### config.mk
export PLATFORM = sky130hd
export DESIGN_NAME = xbar_varlat_n_to_m
export DESIGN_NICKNAME = d
export VERILOG_FILES = /design/src/obi_pkg.sv /design/src/xbar_pkg.sv /design/src/addr_decode.sv /design/src/idx_fifo.sv /design/src/rr_arbiter.sv /design/src/xbar_varlat.sv /design/src/xbar_varlat_n_to_m.sv
export VERILOG_INCLUDE_DIRS = /design/src
export SDC_FILE = /design/constraint.sdc
export NUM_CORES = 2
export LEC_CHECK = 0
export BUFFER_PORTS_ARGS = -buffer_cell sky130_fd_sc_hd__buf_4
export CAP_MARGIN = 20
export CORE_AREA = 2 2 393 395
export CTS_CLUSTER_SIZE = 12
export DETAILED_ROUTE_END_ITERATION = 6
export DIE_AREA = 0 0 395 397
export HOLD_SLACK_MARGIN = 0.12
export SLEW_MARGIN = 10
export SYNTH_ARGS = -nofsm -noshare
export SYNTH_HDL_FRONTEND = slang
export SYNTH_HIERARCHICAL = 1
export SYNTH_SLANG_ARGS = --single-unit
### constraint.sdc
create_clock -name clk_i -period 9.34 [get_ports clk_i]
set_input_delay 1.868 -clock clk_i [delete_from_list [all_inputs] [get_ports clk_i]]
set_output_delay 1.868 -clock clk_i [all_outputs]
set_load 0.005 [all_outputs]
### src/xbar_cfg.svh
// Crossbar and bank sizing shared by packages and RTL
// Bank decode uses address bits 7:2, so BANK_WORDS must stay at 64
`ifndef XBAR_CFG_SVH
`define XBAR_CFG_SVH

// Port counts
`define XBAR_NMASTER 3
`define XBAR_MSLAVE 4

// Address map entries
`define XBAR_NUM_RULES 4

// 32-bit words per memory bank
`define BANK_WORDS 64

// Requests in flight per slave before back-pressure
`define XBAR_MAX_OUTST 4

`endif

### src/obi_pkg.sv
// OBI request and response bundles, 32-bit address and data only
package obi_pkg;

  // ------------------------------------------------------------
  // Master to slave
  // ------------------------------------------------------------
  typedef struct packed {
    logic        req;
    logic        we;
    logic [3:0]  be;
    logic [31:0] addr;
    logic [31:0] wdata;
  } obi_req_t;

  // ------------------------------------------------------------
  // Slave to master
  // ------------------------------------------------------------
  // rvalid is a single-cycle pulse, rdata only meaningful with it
  typedef struct packed {
    logic        gnt;
    logic        rvalid;
    logic [31:0] rdata;
  } obi_resp_t;

endpackage

### src/xbar_pkg.sv
// Crossbar address map and internal payload types
// Rule ranges include start_addr and exclude end_addr
`include "xbar_cfg.svh"

package xbar_pkg;

  // Index widths, never below one bit
  localparam int unsigned SLV_IDX_W = (`XBAR_MSLAVE > 1) ? $clog2(`XBAR_MSLAVE) : 1;
  localparam int unsigned MST_IDX_W = (`XBAR_NMASTER > 1) ? $clog2(`XBAR_NMASTER) : 1;

  typedef logic [SLV_IDX_W-1:0] slv_idx_t;

  // One entry of the run-time address map
  typedef struct packed {
    slv_idx_t    idx;
    logic [31:0] start_addr;
    logic [31:0] end_addr;
  } addr_map_rule_t;

  // Request fields forwarded by an arbiter, req strobe travels apart
  typedef struct packed {
    logic        we;
    logic [3:0]  be;
    logic [31:0] addr;
    logic [31:0] wdata;
  } xbar_req_payload_t;

endpackage

### src/addr_decode.sv
// Last matching rule wins; no match silently selects default_idx_i
`timescale 1ns/10ps
`include "xbar_cfg.svh"

module addr_decode (
  input  logic [31:0]                                     addr_i,
  input  xbar_pkg::addr_map_rule_t [`XBAR_NUM_RULES-1:0]  addr_map_i,
  input  xbar_pkg::slv_idx_t                              default_idx_i,
  output xbar_pkg::slv_idx_t                              idx_o
);
  import xbar_pkg::*;

  slv_idx_t hit_idx;
  logic     hit_any;

  // Scan in table order so later rules override earlier ones
  always_comb begin
    hit_idx = '0;
    hit_any = 1'b0;
    for (int unsigned r = 0; r < `XBAR_NUM_RULES; r++) begin
      // Half-open range check
      if ((addr_i >= addr_map_i[r].start_addr) && (addr_i < addr_map_i[r].end_addr)) begin
        hit_idx = addr_map_i[r].idx;
        hit_any = 1'b1;
      end
    end
  end

  // Decode errors are not reported, fall back instead
  assign idx_o = hit_any ? hit_idx : default_idx_i;

endmodule

### src/idx_fifo.sv
// In-order index FIFO; caller must not push when full or pop when empty
`timescale 1ns/10ps

module idx_fifo #(
  parameter int unsigned DEPTH = 4,
  parameter int unsigned WIDTH = 2
) (
  input  logic             clk_i,
  input  logic             rst_i,
  input  logic             push_i,
  input  logic [WIDTH-1:0] data_i,
  input  logic             pop_i,
  output logic [WIDTH-1:0] data_o,
  output logic             full_o,
  output logic             empty_o
);

  localparam int unsigned AW = (DEPTH > 1) ? $clog2(DEPTH) : 1;

  // Storage has no reset, count guards it
  logic [WIDTH-1:0] mem_q [DEPTH];
  logic [AW-1:0]    wr_ptr_q;
  logic [AW-1:0]    rd_ptr_q;
  logic [AW:0]      cnt_q;

  assign full_o  = (cnt_q == (AW + 1)'(DEPTH));
  assign empty_o = (cnt_q == '0);
  assign data_o  = mem_q[rd_ptr_q];

  always_ff @(posedge clk_i) begin
    if (push_i) begin
      mem_q[wr_ptr_q] <= data_i;
    end
  end

  // Pointers wrap explicitly, DEPTH need not be a power of two
  always_ff @(posedge clk_i) begin
    if (rst_i) begin
      wr_ptr_q <= '0;
      rd_ptr_q <= '0;
      cnt_q    <= '0;
    end else begin
      if (push_i) begin
        wr_ptr_q <= (wr_ptr_q == AW'(DEPTH - 1)) ? '0 : wr_ptr_q + 1'b1;
      end
      if (pop_i) begin
        rd_ptr_q <= (rd_ptr_q == AW'(DEPTH - 1)) ? '0 : rd_ptr_q + 1'b1;
      end
      // Simultaneous push and pop leaves the count alone
      if (push_i && !pop_i) begin
        cnt_q <= cnt_q + 1'b1;
      end else if (pop_i && !push_i) begin
        cnt_q <= cnt_q - 1'b1;
      end
    end
  end

  a_no_overflow: assert property (@(posedge clk_i) disable iff (rst_i) push_i |-> !full_o)
    else $error("idx_fifo: push while full");
  a_no_underflow: assert property (@(posedge clk_i) disable iff (rst_i) pop_i |-> !empty_o)
    else $error("idx_fifo: pop while empty");

endmodule

### src/rr_arbiter.sv
// Round-robin arbiter for one output; data_t must be a packed type
`timescale 1ns/10ps

module rr_arbiter #(
  parameter int unsigned NUM_IN = 2,
  parameter type         data_t = logic
) (
  input  logic                    clk_i,
  input  logic                    rst_i,
  input  logic     [NUM_IN-1:0]   req_i,
  input  data_t    [NUM_IN-1:0]   data_i,
  input  logic                    gnt_i,
  output logic                    req_o,
  output data_t                   data_o,
  output logic     [NUM_IN-1:0]   gnt_o
);

  localparam int unsigned PTR_W = (NUM_IN > 1) ? $clog2(NUM_IN) : 1;

  logic [PTR_W-1:0] ptr_q;
  logic [PTR_W-1:0] win_idx;

  // ------------------------------------------------------------
  // Winner select
  // ------------------------------------------------------------
  // First requester at or after the pointer, wrapping around
  always_comb begin
    int unsigned cand;
    logic        found;
    cand    = 0;
    found   = 1'b0;
    win_idx = ptr_q;
    for (int unsigned k = 0; k < NUM_IN; k++) begin
      cand = (int'(ptr_q) + k) % NUM_IN;
      if (!found && req_i[cand]) begin
        win_idx = PTR_W'(cand);
        found   = 1'b1;
      end
    end
  end

  assign req_o  = |req_i;
  assign data_o = data_i[win_idx];
  // Grant only passes to the winner once downstream accepts
  assign gnt_o  = (gnt_i && req_o) ? (NUM_IN'(1) << win_idx) : '0;

  // Pointer moves one past the winner after an accepted request
  always_ff @(posedge clk_i) begin
    if (rst_i) begin
      ptr_q <= '0;
    end else if (gnt_i && req_o) begin
      ptr_q <= (win_idx == PTR_W'(NUM_IN - 1)) ? '0 : win_idx + 1'b1;
    end
  end

  // Grant goes to at most one input and only one that asked
  a_gnt_onehot: assert property (@(posedge clk_i) disable iff (rst_i)
    $onehot0(gnt_o) && ((gnt_o & ~req_i) == '0))
    else $error("rr_arbiter: bad grant vector %b for req %b", gnt_o, req_i);

endmodule

### src/xbar_varlat.sv
// Slaves must answer in grant order; if two slaves answer one master together
// the lower slave index is delivered and the other response is lost
`timescale 1ns/10ps
`include "xbar_cfg.svh"

module xbar_varlat (
  input  logic                                            clk_i,
  input  logic                                            rst_i,
  input  logic [`XBAR_NMASTER-1:0]                        req_i,
  input  xbar_pkg::slv_idx_t [`XBAR_NMASTER-1:0]          idx_i,
  input  xbar_pkg::xbar_req_payload_t [`XBAR_NMASTER-1:0] payload_i,
  output logic [`XBAR_NMASTER-1:0]                        gnt_o,
  output logic [`XBAR_NMASTER-1:0]                        vld_o,
  output logic [`XBAR_NMASTER-1:0][31:0]                  rdata_o,
  output logic [`XBAR_MSLAVE-1:0]                         slave_req_o,
  input  logic [`XBAR_MSLAVE-1:0]                         slave_gnt_i,
  input  logic [`XBAR_MSLAVE-1:0]                         slave_vld_i,
  input  logic [`XBAR_MSLAVE-1:0][31:0]                   slave_rdata_i,
  output xbar_pkg::xbar_req_payload_t [`XBAR_MSLAVE-1:0]  slave_payload_o
);
  import xbar_pkg::*;

  localparam int unsigned N_MST = `XBAR_NMASTER;
  localparam int unsigned N_SLV = `XBAR_MSLAVE;

  // Request matrix, slave-major, and its master-major transpose of grants
  logic [N_SLV-1:0][N_MST-1:0]     slv_reqs;
  logic [N_SLV-1:0][N_MST-1:0]     arb_gnt;
  logic [N_MST-1:0][N_SLV-1:0]     mst_gnt;
  logic [N_SLV-1:0]                arb_req;
  logic [N_SLV-1:0]                slv_accept;
  logic [N_SLV-1:0]                fifo_full;
  logic [N_SLV-1:0]                fifo_empty;
  // Master owed the oldest response of each slave
  logic [N_SLV-1:0][MST_IDX_W-1:0] head_idx;

  // ------------------------------------------------------------
  // Per-slave arbitration and order tracking
  // ------------------------------------------------------------
  for (genvar s = 0; s < N_SLV; s++) begin : g_slv
    logic [MST_IDX_W-1:0] win_idx;

    for (genvar m = 0; m < N_MST; m++) begin : g_mst
      assign slv_reqs[s][m] = req_i[m] && (idx_i[m] == SLV_IDX_W'(s));
      assign mst_gnt[m][s]  = arb_gnt[s][m];
    end

    rr_arbiter #(
      .NUM_IN (N_MST),
      .data_t (xbar_req_payload_t)
    ) u_rr_arbiter (
      .clk_i  (clk_i),
      .rst_i  (rst_i),
      .req_i  (slv_reqs[s]),
      .data_i (payload_i),
      .gnt_i  (slv_accept[s]),
      .req_o  (arb_req[s]),
      .data_o (slave_payload_o[s]),
      .gnt_o  (arb_gnt[s])
    );

    // Back-pressure: no room to log a winner, no request to the slave
    assign slave_req_o[s] = arb_req[s] & ~fifo_full[s];
    assign slv_accept[s]  = slave_gnt_i[s] & slave_req_o[s];

    // One-hot grant to binary master index
    always_comb begin
      win_idx = '0;
      for (int unsigned m = 0; m < N_MST; m++) begin
        if (arb_gnt[s][m]) begin
          win_idx = MST_IDX_W'(m);
        end
      end
    end

    idx_fifo #(
      .DEPTH (`XBAR_MAX_OUTST),
      .WIDTH (MST_IDX_W)
    ) u_idx_fifo (
      .clk_i   (clk_i),
      .rst_i   (rst_i),
      .push_i  (slv_accept[s]),
      .data_i  (win_idx),
      .pop_i   (slave_vld_i[s]),
      .data_o  (head_idx[s]),
      .full_o  (fifo_full[s]),
      .empty_o (fifo_empty[s])
    );

    // Response with nothing outstanding means the slave broke ordering
    a_vld_has_owner: assert property (@(posedge clk_i) disable iff (rst_i)
      slave_vld_i[s] |-> !fifo_empty[s])
      else $error("xbar_varlat: rvalid from slave %0d with empty FIFO", s);
  end

  // ------------------------------------------------------------
  // Grant return
  // ------------------------------------------------------------
  for (genvar m = 0; m < N_MST; m++) begin : g_gnt
    assign gnt_o[m] = |mst_gnt[m];

    // A master's single request must not land in two slaves
    a_single_slave_gnt: assert property (@(posedge clk_i) disable iff (rst_i)
      $onehot0(mst_gnt[m]))
      else $error("xbar_varlat: master %0d granted by several slaves", m);
  end

  // Response routing through FIFO heads, lowest slave first
  always_comb begin
    vld_o   = '0;
    rdata_o = '0;
    for (int unsigned m = 0; m < N_MST; m++) begin
      for (int unsigned s = 0; s < N_SLV; s++) begin
        if (!vld_o[m] && slave_vld_i[s] && (head_idx[s] == MST_IDX_W'(m))) begin
          vld_o[m]   = 1'b1;
          rdata_o[m] = slave_rdata_i[s];
        end
      end
    end
  end

endmodule

### src/xbar_varlat_n_to_m.sv
// OBI N-to-M crossbar; unmatched addresses go to default_idx_i, no error response
`timescale 1ns/10ps
`include "xbar_cfg.svh"

module xbar_varlat_n_to_m (
  input  logic                                            clk_i,
  input  logic                                            rst_i,
  input  xbar_pkg::addr_map_rule_t [`XBAR_NUM_RULES-1:0]  addr_map_i,
  input  xbar_pkg::slv_idx_t                              default_idx_i,
  input  obi_pkg::obi_req_t  [`XBAR_NMASTER-1:0]          master_req_i,
  output obi_pkg::obi_resp_t [`XBAR_NMASTER-1:0]          master_resp_o,
  output obi_pkg::obi_req_t  [`XBAR_MSLAVE-1:0]           slave_req_o,
  input  obi_pkg::obi_resp_t [`XBAR_MSLAVE-1:0]           slave_resp_i
);
  import xbar_pkg::*;

  localparam int unsigned N_MST = `XBAR_NMASTER;
  localparam int unsigned N_SLV = `XBAR_MSLAVE;

  // Master side, split out of OBI
  logic              [N_MST-1:0]       mst_req;
  slv_idx_t          [N_MST-1:0]       mst_idx;
  xbar_req_payload_t [N_MST-1:0]       mst_payload;
  logic              [N_MST-1:0]       mst_gnt;
  logic              [N_MST-1:0]       mst_vld;
  logic              [N_MST-1:0][31:0] mst_rdata;

  // Slave side
  logic              [N_SLV-1:0]       slv_req;
  xbar_req_payload_t [N_SLV-1:0]       slv_payload;
  logic              [N_SLV-1:0]       slv_gnt;
  logic              [N_SLV-1:0]       slv_vld;
  logic              [N_SLV-1:0][31:0] slv_rdata;

  // ------------------------------------------------------------
  // Master ports: decode and pack
  // ------------------------------------------------------------
  for (genvar m = 0; m < N_MST; m++) begin : g_mst
    addr_decode u_addr_decode (
      .addr_i        (master_req_i[m].addr),
      .addr_map_i    (addr_map_i),
      .default_idx_i (default_idx_i),
      .idx_o         (mst_idx[m])
    );

    assign mst_req[m]     = master_req_i[m].req;
    assign mst_payload[m] = '{we:    master_req_i[m].we,
                              be:    master_req_i[m].be,
                              addr:  master_req_i[m].addr,
                              wdata: master_req_i[m].wdata};
    assign master_resp_o[m] = '{gnt: mst_gnt[m], rvalid: mst_vld[m], rdata: mst_rdata[m]};
  end

  // Slave ports: rebuild OBI from arbiter output
  for (genvar s = 0; s < N_SLV; s++) begin : g_slv
    assign slave_req_o[s] = '{req:   slv_req[s],
                              we:    slv_payload[s].we,
                              be:    slv_payload[s].be,
                              addr:  slv_payload[s].addr,
                              wdata: slv_payload[s].wdata};
    assign slv_gnt[s]   = slave_resp_i[s].gnt;
    assign slv_vld[s]   = slave_resp_i[s].rvalid;
    assign slv_rdata[s] = slave_resp_i[s].rdata;
  end

  xbar_varlat u_xbar_varlat (
    .clk_i           (clk_i),
    .rst_i           (rst_i),
    .req_i           (mst_req),
    .idx_i           (mst_idx),
    .payload_i       (mst_payload),
    .gnt_o           (mst_gnt),
    .vld_o           (mst_vld),
    .rdata_o         (mst_rdata),
    .slave_req_o     (slv_req),
    .slave_gnt_i     (slv_gnt),
    .slave_vld_i     (slv_vld),
    .slave_rdata_i   (slv_rdata),
    .slave_payload_o (slv_payload)
  );

endmodule
* Word-level counts from Yosys, hierarchy flattened
Memory sizes are Yosys's and may differ from the RTL's. A register that Yosys moved wholly into a read port is not among the register bits.
Cells that the tools add are included.
** Word-level totals
- Bits of input ports :: 614
- Memory bits (writable) :: 32
- Output and inout bits :: 382
- Bits in read-only memories :: 0
- Memories :: 4
- Word-level logic and storage cells :: 408
- Latch bits :: 0
- Register bits after elaboration :: 36
** Memories
- u_xbar_varlat.g_slv[0].u_idx_fifo.mem_q :: depth 4, bits a word 2, read ports 1, clocked after memory_dff 1, write ports 1, line idx_fifo.sv:21 : logic [WIDTH-1:0] mem_q [DEPTH];
- u_xbar_varlat.g_slv[1].u_idx_fifo.mem_q :: depth 4, bits a word 2, read ports 1, clocked after memory_dff 1, write ports 1, line idx_fifo.sv:21
- u_xbar_varlat.g_slv[2].u_idx_fifo.mem_q :: depth 4, bits a word 2, read ports 1, clocked after memory_dff 1, write ports 1, line idx_fifo.sv:21
- u_xbar_varlat.g_slv[3].u_idx_fifo.mem_q :: depth 4, bits a word 2, read ports 1, clocked after memory_dff 1, write ports 1, line idx_fifo.sv:21
** Cells by class
- Multiplexer cells :: 151
- Shifts and indexed selects :: 4
- Eq/ne operators :: 33
- Multipliers :: 0
- Magnitude comparators :: 40
- Reductions and logical operators :: 108
- Div/mod/pow operators :: 12
- Bitwise logic cells :: 12
- $add $sub $neg :: 28
** Operators by type and width (count)
- 69-bit binary-select mux with 2-bit select :: 4
- 32-bit >= comparator :: 12
- 32-bit by 3-bit < comparator with 1-bit output, second input constant :: 12
- 32-bit < comparator :: 12
- 32-bit 2-to-1 mux :: 12
- 69-bit 2-to-1 mux :: 4
- 32-bit by 2-bit remainder unit with 32-bit output, second input constant :: 8
- 2-bit by 2-bit remainder unit with 32-bit output, second input constant :: 4
- 2-bit 2-to-1 mux :: 51
- 1-bit logical AND :: 65
- 1-bit 2-to-1 mux :: 56
- 2-bit == test, second input constant :: 22
- 3-bit 2-to-1 mux :: 12
- 1-bit zero test :: 25
- 2-bit by 1-bit adder with 2-bit output, second input constant :: 12
- 1-bit binary-select mux with 2-bit select :: 12
- 2-bit by 1-bit == test with 1-bit output, second input constant :: 7
- 2-bit zero test :: 7
- 2-bit by 1-bit adder with 3-bit output, second input constant :: 4
- 2-bit by 2-bit adder with 3-bit output, second input constant :: 4
- 3-bit by 1-bit adder with 3-bit output, second input constant :: 4
- 3-bit == test, second input constant :: 4
- 2-bit by 3-bit < comparator with 1-bit output, second input constant :: 4
- 3-bit OR reduction :: 4
- other kinds (6) :: 27

* Depth between registers and ports, before layout
- Word-level depth :: 22
- Mapped depth :: 21
- Mapped depth without buffers :: 21

* Modules after synthesis
The synthesis kept the hierarchy.
** By module, submodules not included
- addr_decode :: area an instance 6449.9 µm², seq. area each 0.0 µm², cells each 909, times used 3
- rr_arbiter :: area an instance 1841.8 µm², seq. area each 40.0 µm², cells each 215, times used 4
- idx_fifo :: area an instance 728.2 µm², seq. area each 420.4 µm², cells each 55, times used 4
- xbar_varlat :: area an instance 2723.9 µm², seq. area each 0.0 µm², cells each 432, times used 1

* Worst setup path after synthesis
OpenSTA, ideal clock, no wires.
- Path type :: input -> output
- Start :: in addr_map_i[91] (netlist name)
- End :: out master_resp_o[101] (netlist name)
- Data required time :: 7472 ps
- Arrival time :: 6155 ps
- Stages on the path :: 18
- Setup slack :: 1317 ps
- Buffers on the path :: 2
- Path through :: inv_1 ha_1 a21o_1 a221o_1 a221o_1 a211o_1 or2_4 o211ai_1 a211oi_2 nor3b_1 mux2i_1 o22ai_1 or3b_1 o22a_1 buf_6 buf_2 nor3b_1 or4_1
** RTL lines
- start: declaration :: line xbar_varlat_n_to_m.sv:8 : input xbar_pkg::addr_map_rule_t [`XBAR_NUM_RULES-1:0] addr_map_i,
- end: declaration :: line xbar_varlat_n_to_m.sv:11 : output obi_pkg::obi_resp_t [`XBAR_NMASTER-1:0] master_resp_o,

==> metrics.cfg <==
[timing]
drv_slew=0
worst_clock_skew_ps=6.81
worst_margin_slew_ps=791
timing.final.hold_violations=0
timing.final.crit_period_ps=9140
setup_viol=0
max_freq_mhz=109
grt_setup_unrepaired=false
worst_hold_slack_ps=484
headroom_to_the_max_slew_limit_pct=46.7
final_min_period_over_clock_period_pct=97.8
worst_slack_setup_final_ps=205

[worst_setup_path]
crit_top_cell=sky130_fd_sc_hd__buf_4
critPathBufInv=10
worst_ep_required_time_ps=7470
cp_max_fo=17
crit_path_start_kind=input port
critPathMaxStageDelay_ps=440
path_class=in2out
crit_path_end_kind=output port
cpLargestDelayFamily=simple AND/OR/NAND/NOR gates
cell_at_the_slowest_stage_of_the_critical_path=sky130_fd_sc_hd__nor4_1
timing.critical_path.arrival_ps=7270

[power]
vdd.ir_drop.worst_uv=77.1
leakage_uw=0.0228
power_per_cell_area_mw_per_mm2=125

[final_layout]
num-fill-cells=16583
post_layout_nonfiller_instances=7498
multi_input_comb_area_mm2=0.0269
design.final.nets=6813
seq_area_mm2=0.00184
area_growth_pct=39.2
final_layout_size_suffix_gt1_share_pct=26.2

[place]
place_inst=7415
gp_congestion=0.970
numPortBuffers=995
place_worst_setup_slack_ps=-1230
hpwlAfterDp_um=167000

[grt]
number_of_global_route_vias_before_repair=37769
grt_max_degree=40
grt_antenna_before_repair=86
grt_usage_pct=24.2
grt_pass1_wl_um=275000
gr-total-overflow=0

[synth]
synth_area_mm2=0.0323
post_synth_inst_count=4235
total_nets_after_synthesis=5649
yosys_warnings=6
avgSynthCellArea_um2=7.63

[route]
dr_wl_met3_um=15800
drt-vias-per-instance=5.13
sum_of_routed_wire_segments_on_met1_um=82300
drc_errors=0
detailed_route_via_count=38435
route.final.wire_length_um=200000
wl_cell_um=26.6
first_pass_iters=5
met2WireLength_um=91000
detail_route.iter0.violations=2878
postRouteAntennaNets=0
route.top_layer_used=met5

[floorplanning]
die-area_mm2=0.157
floorplan.core_area_mm2=0.153
total_number_of_placement_rows=144
die_width_um=395
die_height_um=397
initial_core_utilization_pct=21.1
design.portCount=996

[hold_path]
hold_class=reg2reg

[clock_tree]
ctsLongestPathBuffers=2
h-tree-depth=3
cts_tree=done
cts_sinks=76
numCtsBuffers=9
path_clk_slew_ps=60
clk-insertion-delay-late_ps=340
cts_hold_repair.buffers=0
cts_root_buf=sky130_fd_sc_hd__clkbuf_16

[run]
max_cap_violations=0

[status]
status=finished clean

[worst register-to-register path, delay by kind of cell, from the launching register on]
| family | cells | cell delay (ps) |
|---|---|---|
| and+or+nand+nor | 4 | 860 |
| buffers and inverters | 6 | 990 |
| DFF | 1 | 470 |
| AOI/OAI and AO/OA | 2 | 370 |
| adders and majority gates | 1 | 350 |
[layout make-up]
class / instances / area share, %
clock buffers: 9 / 0.500
well taps: 2044 / 5.68
repair buffers: 1312 / 22.8
clock inverters: 7 / 0.0918
diodes: 50 / 0.278
flip-flops and latches: 76 / 4.09
inverters: 815 / 6.80
multi-input cells: 3185 / 59.8
[metal layers]
metal,track usage (%),up-vias
met2,39.6,1794
met1,29.8,18274
met3,5.39,404
met4,11.6,42
li1,-,17921
met5,0,-
[metrics by stage]
| stage | setup TNS, ps | total power, uW | area (um^2) | utilization, % |
|---|---|---|---|---|
| finish | 0 | 5630 | 45000 | 29.4 |
| global route | 0 | 5980 | 45000 | 29.4 |
| CTS | 0 | 5590 | 44700 | 29.3 |
| detailed placement | -25500 | 5230 | 44300 | 28.9 |
| global placement | -30600 | 5180 | 44300 | 28.9 |
| floorplan | 0 | 2600 | 32300 | - |
[cells in the final DEF (no fill, tap or decap), types with 25 or more instances in the layout]
cell type                      n
sky130_fd_sc_hd__and2_1       33
sky130_fd_sc_hd__inv_1       815
sky130_fd_sc_hd__o21ai_1      39
sky130_fd_sc_hd__edfxtp_1     32
sky130_fd_sc_hd__nand2_1     231
sky130_fd_sc_hd__buf_12       32
sky130_fd_sc_hd__ha_1        796
sky130_fd_sc_hd__and4_1       27
sky130_fd_sc_hd__mux2i_1     294
sky130_fd_sc_hd__a21o_1       61
sky130_fd_sc_hd__nand3_1      58
sky130_fd_sc_hd__nor3_1       48
sky130_fd_sc_hd__nand2b_1     33
sky130_fd_sc_hd__nand4_1      78
sky130_fd_sc_hd__buf_4      1279
sky130_fd_sc_hd__o211ai_1     28
sky130_fd_sc_hd__diode_2      50
sky130_fd_sc_hd__o2bb2ai_1   331
sky130_fd_sc_hd__nor3b_1      34
sky130_fd_sc_hd__a21oi_1     267
sky130_fd_sc_hd__a221oi_1    120
sky130_fd_sc_hd__dfxtp_1      44
sky130_fd_sc_hd__nor2_1      199
sky130_fd_sc_hd__o21ai_0     143
sky130_fd_sc_hd__o21a_1       25
[timing repair]
action	4_1_cts	5_1_grt
endpoints found under the setup margin	123	153
pin swaps	3	12
buffers inserted	6	11
resized for setup	27	13
hold endpoints to repair	0	0
[where the power goes]
group	switching, uW	leakage (uW)	internal (uW)
clock network	134	0.000127	178
registers	35.2	0.000677	387
logic	2590	0.0220	2310
total	2750	0.0228	2870
[path summary, 6_finish.rpt]
kind / start / to / slack, ps / cells past startpoint
min reg2reg: u_xbar_varlat/g_slv[2].u_idx_fifo/cnt_q[2]$_SDFFE_PP0P_ / u_xbar_varlat/g_slv[2].u_idx_fifo/cnt_q[2]$_SDFFE_PP0P_ / 480 / 2
max: master_req_i[203] / slave_req_o[44] / 200 / 26
max reg2reg: u_xbar_varlat/g_slv[0].u_rr_arbiter/ptr_q[1]$_SDFFE_PP0P_ / u_xbar_varlat/g_slv[0].u_idx_fifo/mem_q[3][0]$_DFFE_PP_ / 6030 / 13
min: u_xbar_varlat/g_slv[2].u_idx_fifo/cnt_q[2]$_SDFFE_PP0P_ / u_xbar_varlat/g_slv[2].u_idx_fifo/cnt_q[2]$_SDFFE_PP0P_ / 480 / 2
No activity file was read; power rests on OpenSTA's default activity.
